**src/core_pkg.sv**
```systemverilog
// --------------------
// Shared types for the RV32I integer back end
// Opcodes, ALU and branch encodings, stage structs
// --------------------
`default_nettype none

package core_pkg;

  typedef logic [31:0] xlen_t;
  typedef logic [4:0]  raddr_t;

  // Major opcodes handled by this core
  typedef enum logic [6:0] {
    OPC_LUI    = 7'b0110111,
    OPC_AUIPC  = 7'b0010111,
    OPC_JAL    = 7'b1101111,
    OPC_JALR   = 7'b1100111,
    OPC_BRANCH = 7'b1100011,
    OPC_OP_IMM = 7'b0010011,
    OPC_OP     = 7'b0110011
  } opcode_t;

  // funct3 of OP and OP-IMM
  typedef enum logic [2:0] {
    F3_ADD_SUB = 3'b000,
    F3_SLL     = 3'b001,
    F3_SLT     = 3'b010,
    F3_SLTU    = 3'b011,
    F3_XOR     = 3'b100,
    F3_SRL_SRA = 3'b101,
    F3_OR      = 3'b110,
    F3_AND     = 3'b111
  } funct3_t;

  typedef enum logic [3:0] {
    ALU_ADD, ALU_SUB, ALU_SLL, ALU_SLT, ALU_SLTU,
    ALU_XOR, ALU_SRL, ALU_SRA, ALU_OR, ALU_AND
  } alu_op_t;

  typedef enum logic [2:0] {
    BR_NONE, BR_BEQ, BR_BNE, BR_BLT, BR_BGE, BR_BLTU, BR_BGEU
  } br_op_t;

  typedef enum logic [1:0] {
    SRC_A_RS1, SRC_A_PC, SRC_A_ZERO
  } src_a_t;

  typedef enum logic {
    SRC_B_RS2, SRC_B_IMM
  } src_b_t;

  typedef struct packed {
    xlen_t instr;
    xlen_t pc;
  } s_instr_t;

  typedef struct packed {
    xlen_t   pc;
    xlen_t   imm;
    raddr_t  rs1_addr;
    raddr_t  rs2_addr;
    raddr_t  rd_addr;
    logic    we_rd;
    src_a_t  src_a;
    src_b_t  src_b;
    alu_op_t alu_op;
    br_op_t  br_op;
    logic    jump;
    logic    jalr;
    logic    illegal;
  } s_id_ex_t;

  typedef struct packed {
    xlen_t  pc;
    raddr_t rd_addr;
    logic   we_rd;
    xlen_t  result;
    logic   branch_taken;
    xlen_t  target;
    logic   illegal;
  } s_retire_t;

endpackage

`default_nettype wire

```
**src/decode.sv**
```systemverilog
// --------------------
// Decode stage turning an RV32I word into execute controls
// --------------------
`timescale 1ns/10ps
`default_nettype none

module decode
  import core_pkg::*;
(
  input  logic     clk,
  input  logic     rst_n_i,
  input  logic     adv_i,
  input  s_instr_t instr_i,
  input  logic     instr_valid_i,
  output s_id_ex_t id_ex_o,
  output logic     id_valid_o
);

  opcode_t  opcode;
  funct3_t  funct3;
  logic [6:0] funct7;
  logic     alt;
  xlen_t    imm_i, imm_b, imm_u, imm_j;
  s_id_ex_t dec;

  function automatic alu_op_t alu_from_f3(funct3_t f3, logic sub_sra);
    case (f3)
      F3_ADD_SUB: return sub_sra ? ALU_SUB : ALU_ADD;
      F3_SLL:     return ALU_SLL;
      F3_SLT:     return ALU_SLT;
      F3_SLTU:    return ALU_SLTU;
      F3_XOR:     return ALU_XOR;
      F3_SRL_SRA: return sub_sra ? ALU_SRA : ALU_SRL;
      F3_OR:      return ALU_OR;
      default:    return ALU_AND;
    endcase
  endfunction

  assign opcode = opcode_t'(instr_i.instr[6:0]);
  assign funct3 = funct3_t'(instr_i.instr[14:12]);
  assign funct7 = instr_i.instr[31:25];
  assign alt    = (funct7 == 7'b0100000);

  // Immediates, all sign extended from bit 31
  assign imm_i = {{20{instr_i.instr[31]}}, instr_i.instr[31:20]};
  assign imm_b = {{19{instr_i.instr[31]}}, instr_i.instr[31], instr_i.instr[7],
                  instr_i.instr[30:25], instr_i.instr[11:8], 1'b0};
  assign imm_u = {instr_i.instr[31:12], 12'b0};
  assign imm_j = {{11{instr_i.instr[31]}}, instr_i.instr[31], instr_i.instr[19:12],
                  instr_i.instr[20], instr_i.instr[30:21], 1'b0};

  always_comb begin
    dec          = '0;
    dec.pc       = instr_i.pc;
    dec.rs1_addr = instr_i.instr[19:15];
    dec.rs2_addr = instr_i.instr[24:20];
    dec.rd_addr  = instr_i.instr[11:7];
    dec.src_a    = SRC_A_RS1;
    dec.src_b    = SRC_B_RS2;
    dec.alu_op   = ALU_ADD;
    dec.br_op    = BR_NONE;
    case (opcode)
      OPC_OP: begin
        dec.we_rd   = 1'b1;
        dec.alu_op  = alu_from_f3(funct3, alt);
        dec.illegal = !((funct7 == 7'b0) ||
                        (alt && (funct3 == F3_ADD_SUB || funct3 == F3_SRL_SRA)));
      end
      OPC_OP_IMM: begin
        dec.we_rd  = 1'b1;
        dec.src_b  = SRC_B_IMM;
        dec.imm    = imm_i;
        dec.alu_op = alu_from_f3(funct3, alt && (funct3 == F3_SRL_SRA));
        // Only shifts constrain the upper immediate bits
        if (funct3 == F3_SLL) begin
          dec.illegal = (funct7 != 7'b0);
        end else if (funct3 == F3_SRL_SRA) begin
          dec.illegal = !((funct7 == 7'b0) || alt);
        end
      end
      OPC_LUI: begin
        dec.we_rd = 1'b1;
        dec.src_a = SRC_A_ZERO;
        dec.src_b = SRC_B_IMM;
        dec.imm   = imm_u;
      end
      OPC_AUIPC: begin
        dec.we_rd = 1'b1;
        dec.src_a = SRC_A_PC;
        dec.src_b = SRC_B_IMM;
        dec.imm   = imm_u;
      end
      OPC_JAL: begin
        dec.we_rd = 1'b1;
        dec.jump  = 1'b1;
        dec.imm   = imm_j;
      end
      OPC_JALR: begin
        dec.we_rd   = 1'b1;
        dec.jump    = 1'b1;
        dec.jalr    = 1'b1;
        dec.imm     = imm_i;
        dec.illegal = (funct3 != F3_ADD_SUB);
      end
      OPC_BRANCH: begin
        dec.imm = imm_b;
        case (instr_i.instr[14:12])
          3'b000:  dec.br_op = BR_BEQ;
          3'b001:  dec.br_op = BR_BNE;
          3'b100:  dec.br_op = BR_BLT;
          3'b101:  dec.br_op = BR_BGE;
          3'b110:  dec.br_op = BR_BLTU;
          3'b111:  dec.br_op = BR_BGEU;
          default: dec.illegal = 1'b1;
        endcase
      end
      default: dec.illegal = 1'b1;
    endcase
    if (dec.illegal) begin
      dec.we_rd = 1'b0;
    end
  end

  always_ff @(posedge clk or negedge rst_n_i) begin
    if (!rst_n_i) begin
      id_valid_o <= 1'b0;
    end else if (adv_i) begin
      id_valid_o <= instr_valid_i;
    end
  end

  always_ff @(posedge clk) begin
    if (adv_i) begin
      id_ex_o <= dec;
    end
  end

endmodule

`default_nettype wire

```
**src/execute.sv**
```systemverilog
// --------------------
// Execute stage with forwarding, ALU and branch resolution
// --------------------
`timescale 1ns/10ps
`default_nettype none

module execute
  import core_pkg::*;
(
  input  logic      clk,
  input  logic      rst_n_i,
  input  logic      adv_i,
  input  s_id_ex_t  id_ex_i,
  input  logic      id_valid_i,
  output raddr_t    rs1_addr_o,
  output raddr_t    rs2_addr_o,
  input  xlen_t     rs1_data_i,
  input  xlen_t     rs2_data_i,
  output s_retire_t ex_wb_o,
  output logic      ex_valid_o
);

  logic      fwd_ok, fwd_rs1, fwd_rs2;
  xlen_t     rs1_val, rs2_val;
  xlen_t     op_a, op_b, alu_res;
  logic      br_cond;
  s_retire_t next_ex_wb;

  assign rs1_addr_o = id_ex_i.rs1_addr;
  assign rs2_addr_o = id_ex_i.rs2_addr;

  // Bypass from the instruction sitting in the execute register
  assign fwd_ok  = ex_valid_o && ex_wb_o.we_rd && !ex_wb_o.illegal && (ex_wb_o.rd_addr != '0);
  assign fwd_rs1 = fwd_ok && (ex_wb_o.rd_addr == id_ex_i.rs1_addr);
  assign fwd_rs2 = fwd_ok && (ex_wb_o.rd_addr == id_ex_i.rs2_addr);
  assign rs1_val = fwd_rs1 ? ex_wb_o.result : rs1_data_i;
  assign rs2_val = fwd_rs2 ? ex_wb_o.result : rs2_data_i;

  always_comb begin
    case (id_ex_i.src_a)
      SRC_A_RS1: op_a = rs1_val;
      SRC_A_PC:  op_a = id_ex_i.pc;
      default:   op_a = '0;
    endcase
    op_b = (id_ex_i.src_b == SRC_B_IMM) ? id_ex_i.imm : rs2_val;
  end

  always_comb begin
    case (id_ex_i.alu_op)
      ALU_ADD:  alu_res = op_a + op_b;
      ALU_SUB:  alu_res = op_a - op_b;
      ALU_SLL:  alu_res = op_a << op_b[4:0];
      ALU_SLT:  alu_res = ($signed(op_a) < $signed(op_b)) ? 32'd1 : 32'd0;
      ALU_SLTU: alu_res = (op_a < op_b) ? 32'd1 : 32'd0;
      ALU_XOR:  alu_res = op_a ^ op_b;
      ALU_SRL:  alu_res = op_a >> op_b[4:0];
      ALU_SRA:  alu_res = $signed(op_a) >>> op_b[4:0];
      ALU_OR:   alu_res = op_a | op_b;
      default:  alu_res = op_a & op_b;
    endcase
  end

  // Branch compare always sees the forwarded register values
  always_comb begin
    case (id_ex_i.br_op)
      BR_BEQ:  br_cond = (rs1_val == rs2_val);
      BR_BNE:  br_cond = (rs1_val != rs2_val);
      BR_BLT:  br_cond = ($signed(rs1_val) < $signed(rs2_val));
      BR_BGE:  br_cond = ($signed(rs1_val) >= $signed(rs2_val));
      BR_BLTU: br_cond = (rs1_val < rs2_val);
      BR_BGEU: br_cond = (rs1_val >= rs2_val);
      default: br_cond = 1'b0;
    endcase
  end

  always_comb begin
    next_ex_wb.pc           = id_ex_i.pc;
    next_ex_wb.rd_addr      = id_ex_i.rd_addr;
    next_ex_wb.we_rd        = id_ex_i.we_rd;
    next_ex_wb.illegal      = id_ex_i.illegal;
    next_ex_wb.result       = id_ex_i.jump ? (id_ex_i.pc + 32'd4) : alu_res;
    next_ex_wb.branch_taken = id_ex_i.jump || br_cond;
    if (id_ex_i.jalr) begin
      next_ex_wb.target = (rs1_val + id_ex_i.imm) & ~32'd1;
    end else begin
      next_ex_wb.target = id_ex_i.pc + id_ex_i.imm;
    end
  end

  always_ff @(posedge clk or negedge rst_n_i) begin
    if (!rst_n_i) begin
      ex_valid_o <= 1'b0;
    end else if (adv_i) begin
      ex_valid_o <= id_valid_i;
    end
  end

  always_ff @(posedge clk) begin
    if (adv_i) begin
      ex_wb_o <= next_ex_wb;
    end
  end

endmodule

`default_nettype wire

```
**src/int_core.sv**
```systemverilog
// --------------------
// RV32I integer back end, decode through retire
// --------------------
`timescale 1ns/10ps
`default_nettype none

module int_core
  import core_pkg::*;
(
  input  logic      clk,
  input  logic      rst_n_i,
  input  s_instr_t  instr_i,
  input  logic      instr_valid_i,
  output logic      instr_ready_o,
  output s_retire_t retire_o,
  output logic      retire_valid_o,
  input  logic      retire_ready_i
);

  s_id_ex_t  id_ex;
  logic      id_valid;
  s_retire_t ex_wb;
  logic      ex_valid;
  raddr_t    rs1_addr, rs2_addr;
  xlen_t     rs1_data, rs2_data;
  logic      wr_en;
  raddr_t    wr_addr;
  xlen_t     wr_data;
  logic      adv;

  assign instr_ready_o = adv;

  decode u_decode (
    .clk           (clk),
    .rst_n_i       (rst_n_i),
    .adv_i         (adv),
    .instr_i       (instr_i),
    .instr_valid_i (instr_valid_i),
    .id_ex_o       (id_ex),
    .id_valid_o    (id_valid)
  );

  regfile u_regfile (
    .clk        (clk),
    .rst_n_i    (rst_n_i),
    .rs1_addr_i (rs1_addr),
    .rs2_addr_i (rs2_addr),
    .rs1_data_o (rs1_data),
    .rs2_data_o (rs2_data),
    .wr_en_i    (wr_en),
    .wr_addr_i  (wr_addr),
    .wr_data_i  (wr_data)
  );

  execute u_execute (
    .clk        (clk),
    .rst_n_i    (rst_n_i),
    .adv_i      (adv),
    .id_ex_i    (id_ex),
    .id_valid_i (id_valid),
    .rs1_addr_o (rs1_addr),
    .rs2_addr_o (rs2_addr),
    .rs1_data_i (rs1_data),
    .rs2_data_i (rs2_data),
    .ex_wb_o    (ex_wb),
    .ex_valid_o (ex_valid)
  );

  writeback u_writeback (
    .ex_wb_i        (ex_wb),
    .ex_valid_i     (ex_valid),
    .retire_o       (retire_o),
    .retire_valid_o (retire_valid_o),
    .retire_ready_i (retire_ready_i),
    .adv_o          (adv),
    .wr_en_o        (wr_en),
    .wr_addr_o      (wr_addr),
    .wr_data_o      (wr_data)
  );

endmodule

`default_nettype wire

```
**src/regfile.sv**
```systemverilog
// --------------------
// Integer register file, x0 reads as zero
// --------------------
`timescale 1ns/10ps
`default_nettype none

module regfile
  import core_pkg::*;
(
  input  logic   clk,
  input  logic   rst_n_i,
  input  raddr_t rs1_addr_i,
  input  raddr_t rs2_addr_i,
  output xlen_t  rs1_data_o,
  output xlen_t  rs2_data_o,
  input  logic   wr_en_i,
  input  raddr_t wr_addr_i,
  input  xlen_t  wr_data_i
);

  xlen_t regs [1:31];

  always_ff @(posedge clk or negedge rst_n_i) begin
    if (!rst_n_i) begin
      for (int i = 1; i < 32; i++) begin
        regs[i] <= '0;
      end
    end else if (wr_en_i && (wr_addr_i != '0)) begin
      regs[wr_addr_i] <= wr_data_i;
    end
  end

  // Asynchronous read ports
  assign rs1_data_o = (rs1_addr_i == '0) ? '0 : regs[rs1_addr_i];
  assign rs2_data_o = (rs2_addr_i == '0) ? '0 : regs[rs2_addr_i];

endmodule

`default_nettype wire

```
**src/writeback.sv**
```systemverilog
// --------------------
// Retire stage, drives the register write and pipeline advance
// --------------------
`timescale 1ns/10ps
`default_nettype none

module writeback
  import core_pkg::*;
(
  input  s_retire_t ex_wb_i,
  input  logic      ex_valid_i,
  output s_retire_t retire_o,
  output logic      retire_valid_o,
  input  logic      retire_ready_i,
  output logic      adv_o,
  output logic      wr_en_o,
  output raddr_t    wr_addr_o,
  output xlen_t     wr_data_o
);

  logic retire_fire;

  assign retire_o       = ex_wb_i;
  assign retire_valid_o = ex_valid_i;
  assign retire_fire    = ex_valid_i && retire_ready_i;

  // Whole pipeline holds while a retire is pending and refused
  assign adv_o = !(ex_valid_i && !retire_ready_i);

  assign wr_en_o   = retire_fire && ex_wb_i.we_rd && !ex_wb_i.illegal &&
                     (ex_wb_i.rd_addr != '0);
  assign wr_addr_o = ex_wb_i.rd_addr;
  assign wr_data_o = ex_wb_i.result;

endmodule

`default_nettype wire
```
**config.mk**
```make
export PLATFORM = sky130hd
export DESIGN_NAME = int_core
export DESIGN_NICKNAME = d
export VERILOG_FILES = /design/src/core_pkg.sv /design/src/decode.sv /design/src/execute.sv /design/src/int_core.sv /design/src/regfile.sv /design/src/writeback.sv
export SDC_FILE = /design/constraint.sdc
export NUM_CORES = 2
export LEC_CHECK = 0
export BUFFER_PORTS_ARGS = -buffer_cell sky130_fd_sc_hd__buf_4
export CORE_MARGIN = 8
export CORE_UTILIZATION = 50
export DETAILED_ROUTE_END_ITERATION = 10
export PLACE_DENSITY = 0.76
export SETUP_SLACK_MARGIN = 0.05
export SYNTH_ARGS = -nofsm -noshare
export SYNTH_HDL_FRONTEND = slang
export SYNTH_HIERARCHICAL = 1
export SYNTH_SLANG_ARGS = --single-unit
```
**constraint.sdc**
```tcl
create_clock -name clk -period 6.6 [get_ports clk]
set_clock_uncertainty 0.1 [all_clocks]
set_input_delay 0.99 -clock clk [delete_from_list [all_inputs] [get_ports clk]]
set_output_delay 0.99 -clock clk [all_outputs]
set_load 0.005 [all_outputs]
```
==> flow_summary.ini <==
[outcome]
status = complete, no violations

[cells_and_area]
layout_commonest_cell = dfrtp_1
num-fill-cells = 12480
areaGrowthSynthToFinish_pct = 11.91
final_nets = 6935
drive_gt1_share_pct = 32.90
seqCellArea_sq_um = 30790
final_cell_mix = dfrtp_1 (994), mux2_2 (829), buf_4 (601), mux4_2 (403), nand2_1 (380)
multiInputGateArea_sq_um = 42900

[detailed_routing]
avgRoutedWirePerCell_um = 35.49
drt_iter0_drc = 8716
wirelength_um = 313300
vias = 62170
ant_nets = 0
via_per_inst = 7.042
drc_errors = 0
drtPass1Iterations = 7

[clock_tree]
cts_tree = yes
insertion_delay_ns = 0.79
root_buffer = clkbuf_16
cts_hold_buf = 0
clkSinkCount = 1191
htree_levels = 4
clk_pin_slew_worst_paths_ns = 0.07
numCtsBuffers = 132
clockBufferDepth = 3

[sta]
worst_slew_pin_slew_ns = 1.408
setup_viol = 0
slew_viol_final = 0
slew_headroom_pct = 5.608
hold_violations = 0
fin_crit_sh_pct = 98.19
grt_setup_unrepaired = false
max_freq_mhz = 154.3
period_needed_ns = 6.480
fin_ws_ns = 0.1196
holdWs_ns = 0.2410

[setup_path]
ff2ff_path_depth = 22
crit_arrival_ns = 6.92
critPathCaptureType = flop
rrSetupSlack_ns = 0.12
crit_type = flop to flop
crit_path_end = u_execute/ex_wb_o[65]$_DFFE_PP_
regToRegEndpoint = u_execute/ex_wb_o[65]$_DFFE_PP_
cp_max_fo = 17
cp.required_ns = 7.04
cp-start-kind = flop
cp-startpoint = u_decode/id_ex_o[19]$_DFFE_PP_
reg2reg_from = u_decode/id_ex_o[19]$_DFFE_PP_

[global_route]
antenna_found_initial = 13
grt_overflow = 0
grt_pass1_vias = 60560
grt_max_degree = 177
grt_use_total_pct = 35.92
grt_pass1_wl_um = 445200

[synth]
syn_nets = 6858
postSynthCellCount = 6595
ys.flop_type = dfrtp_1
postSynthAreaPerCell_sq_um = 11.77
synth_edf_count = 197
synth_area_sq_um = 77620
synthDistinctLibCells = 108
synth_warnings = 6
synth_top_cell_area_share_pct = 32.05
synth-seq-cells = 1191
netlist_top_cells_area = dfrtp_1 (32%), mux2_2 (12%), mux4_2 (12%), edfxtp_1 (7.6%), mux2i_1 (4.8%)
seq_area_frac_synth_pct = 39.67
synth_top_area_cell = dfrtp_1
async_reset_ff_share_pct = 83.46

[floorplan]
dieArea_sq_um = 168100
ios = 174
die_h_um = 410.0
initial_core_util_pct = 50.38
die_x_um = 410.0
fp.coreArea_sq_um = 154000
fp-row-count = 144

[place]
dp_hpwl_um = 216100
portBuffers = 173
gp_congestion = 1.058
dpl_worst_slack_ns = -0.01983

[power]
peakVddDrop_mv = 0.2986
p_per_area_nw_per_um2 = 286.4
leakage_nw = 40.15

[job]
maxCapViolCount = 0

[hold_path]
worstHoldPathType = input port to async pin
## through the flow
| step | std cells | utilization (%) | power, W | setup TNS, ns | area (sq um) |
|---|---|---|---|---|---|
| 6_report | 8828 | 56.39 | 0.02488 | 0 | 86860 |
| 5_1_grt | 8819 | 56.37 | 0.02556 | 0 | 86840 |
| 4_1_cts | 8816 | 56.26 | 0.02461 | 0 | 86670 |
| 3_5_place_dp | 8579 | 53.35 | 0.01691 | -0.01983 | 82180 |
| 3_3_place_gp | 8579 | 53.35 | 0.01691 | 0 | 82180 |
| 2_1_floorplan | 6595 | - | 0.01332 | 0 | 77620 |
## Yosys cell counts (11+ instances only)
cell type	n
a211oi_1	33
a21o_1	70
a21oi_1	282
a221oi_1	82
a22oi_1	25
a31oi_1	72
and2_1	17
and3_1	20
buf_1	63
buf_2	156
buf_4	187
buf_6	17
clkbuf_1	285
dfrtp_1	994
edfxtp_1	197
ha_1	191
inv_1	145
mux2_1	273
mux2_2	829
mux2i_1	373
mux4_2	403
nand2_1	392
nand2b_1	38
nand3_1	50
nand4_1	23
nor2_1	319
nor2b_1	99
nor3_1	116
nor4_1	15
o211ai_1	66
o21a_1	32
o21ai_0	148
o21ai_1	62
o21bai_1	25
o221ai_1	35
o22ai_1	44
o311ai_2	13
o311ai_4	13
o31ai_1	11
o32a_1	19
or3_1	27
or4_1	27
xnor2_1	67
xor2_1	26
## metal layers
layer	track usage [%]	vias up	part of all wire, %
li1	-	24960	-
met1	48.96	31920	39
met2	51.94	4356	43
met3	11.32	918	13
met4	17.48	12	5.9
met5	0	-	0.023
## critical path, cell delays in order (launching register included)
cell and delay, ns:
edfxtp_1 0.41, buf_12 0.20, buf_12 0.15, buf_4 0.14
mux4_2 0.52, mux2_2 0.28, o211ai_1 0.25, o21ai_1 0.23
a21boi_0 0.25, o31ai_2 0.38, ha_1 0.37, nor3_1 0.20
o21a_1 0.19, o311ai_0 0.17, buf_4 0.19, a211o_1 0.32
nand3_1 0.12, o311ai_1 0.17, or4_1 0.63, a311oi_1 0.34
nor2_1 0.07, a2111oi_0 0.43, nor3_1 0.09
## sequential cells by signal, summed over array words and instances, names as in the netlist
name,flops
u_regfile/regs,992
u_execute/ex_wb_o,104
u_decode/id_ex_o,93
u_execute/ex_valid_o,1
u_decode/id_valid_o,1
## where the power goes
group | switching (W) | total [W] | internal [W]
registers | 0.000537 | 0.00851 | 0.00797
clock network | 0.00326 | 0.00771 | 0.00446
logic | 0.00575 | 0.00866 | 0.00290
total | 0.00955 | 0.0249 | 0.0153
## worst min-delay path by stage
stage,end,slack [ns],cells after the start
6_report,u_regfile/regs[818]$_DFFE_PN0P_,0.24,1
5_1_grt,u_decode/id_ex_o[86]$_DFFE_PP_,0.24,1
4_1_cts,u_decode/id_ex_o[84]$_DFFE_PP_,0.23,1
3_5_place_dp,u_execute/ex_wb_o[0]$_DFFE_PP_,0.31,0
3_3_place_gp,u_execute/ex_wb_o[67]$_DFFE_PP_,0.31,0
2_1_floorplan,u_execute/ex_wb_o[0]$_DFFE_PP_,0.30,0
## area by class of cell
cell class / count / share of cell area [%]
multi-input combinational: 4542 / 49.39
sequential: 1191 / 35.45
timing repair buffer: 653 / 6.367
clock buffer: 184 / 4.330
tap: 2044 / 2.944
clock inverter: 53 / 0.8311
inverter: 152 / 0.6626
antenna: 9 / 0.02593
## logic make-up after synthesis
kind of cell | count (synthesis) | synth area share [%]
flip-flops | 1191 | 39.67
AO/OA/AOI/OAI | 1173 | 10.67
buffers and inverters | 862 | 5.523
AND/OR/NAND/NOR | 1197 | 7.296
XOR/XNOR | 93 | 1.049
multiplexers | 1884 | 32.61
adder cells (fa/ha/maj) | 195 | 3.182
## repair_timing
action,CTS,global route
setup buffers,0,1
endpoints found under the setup margin,2,11
gates cloned,0,2
pin swaps,0,5
gates resized for setup,1,19
No activity file was read; power rests on OpenSTA's default activity.
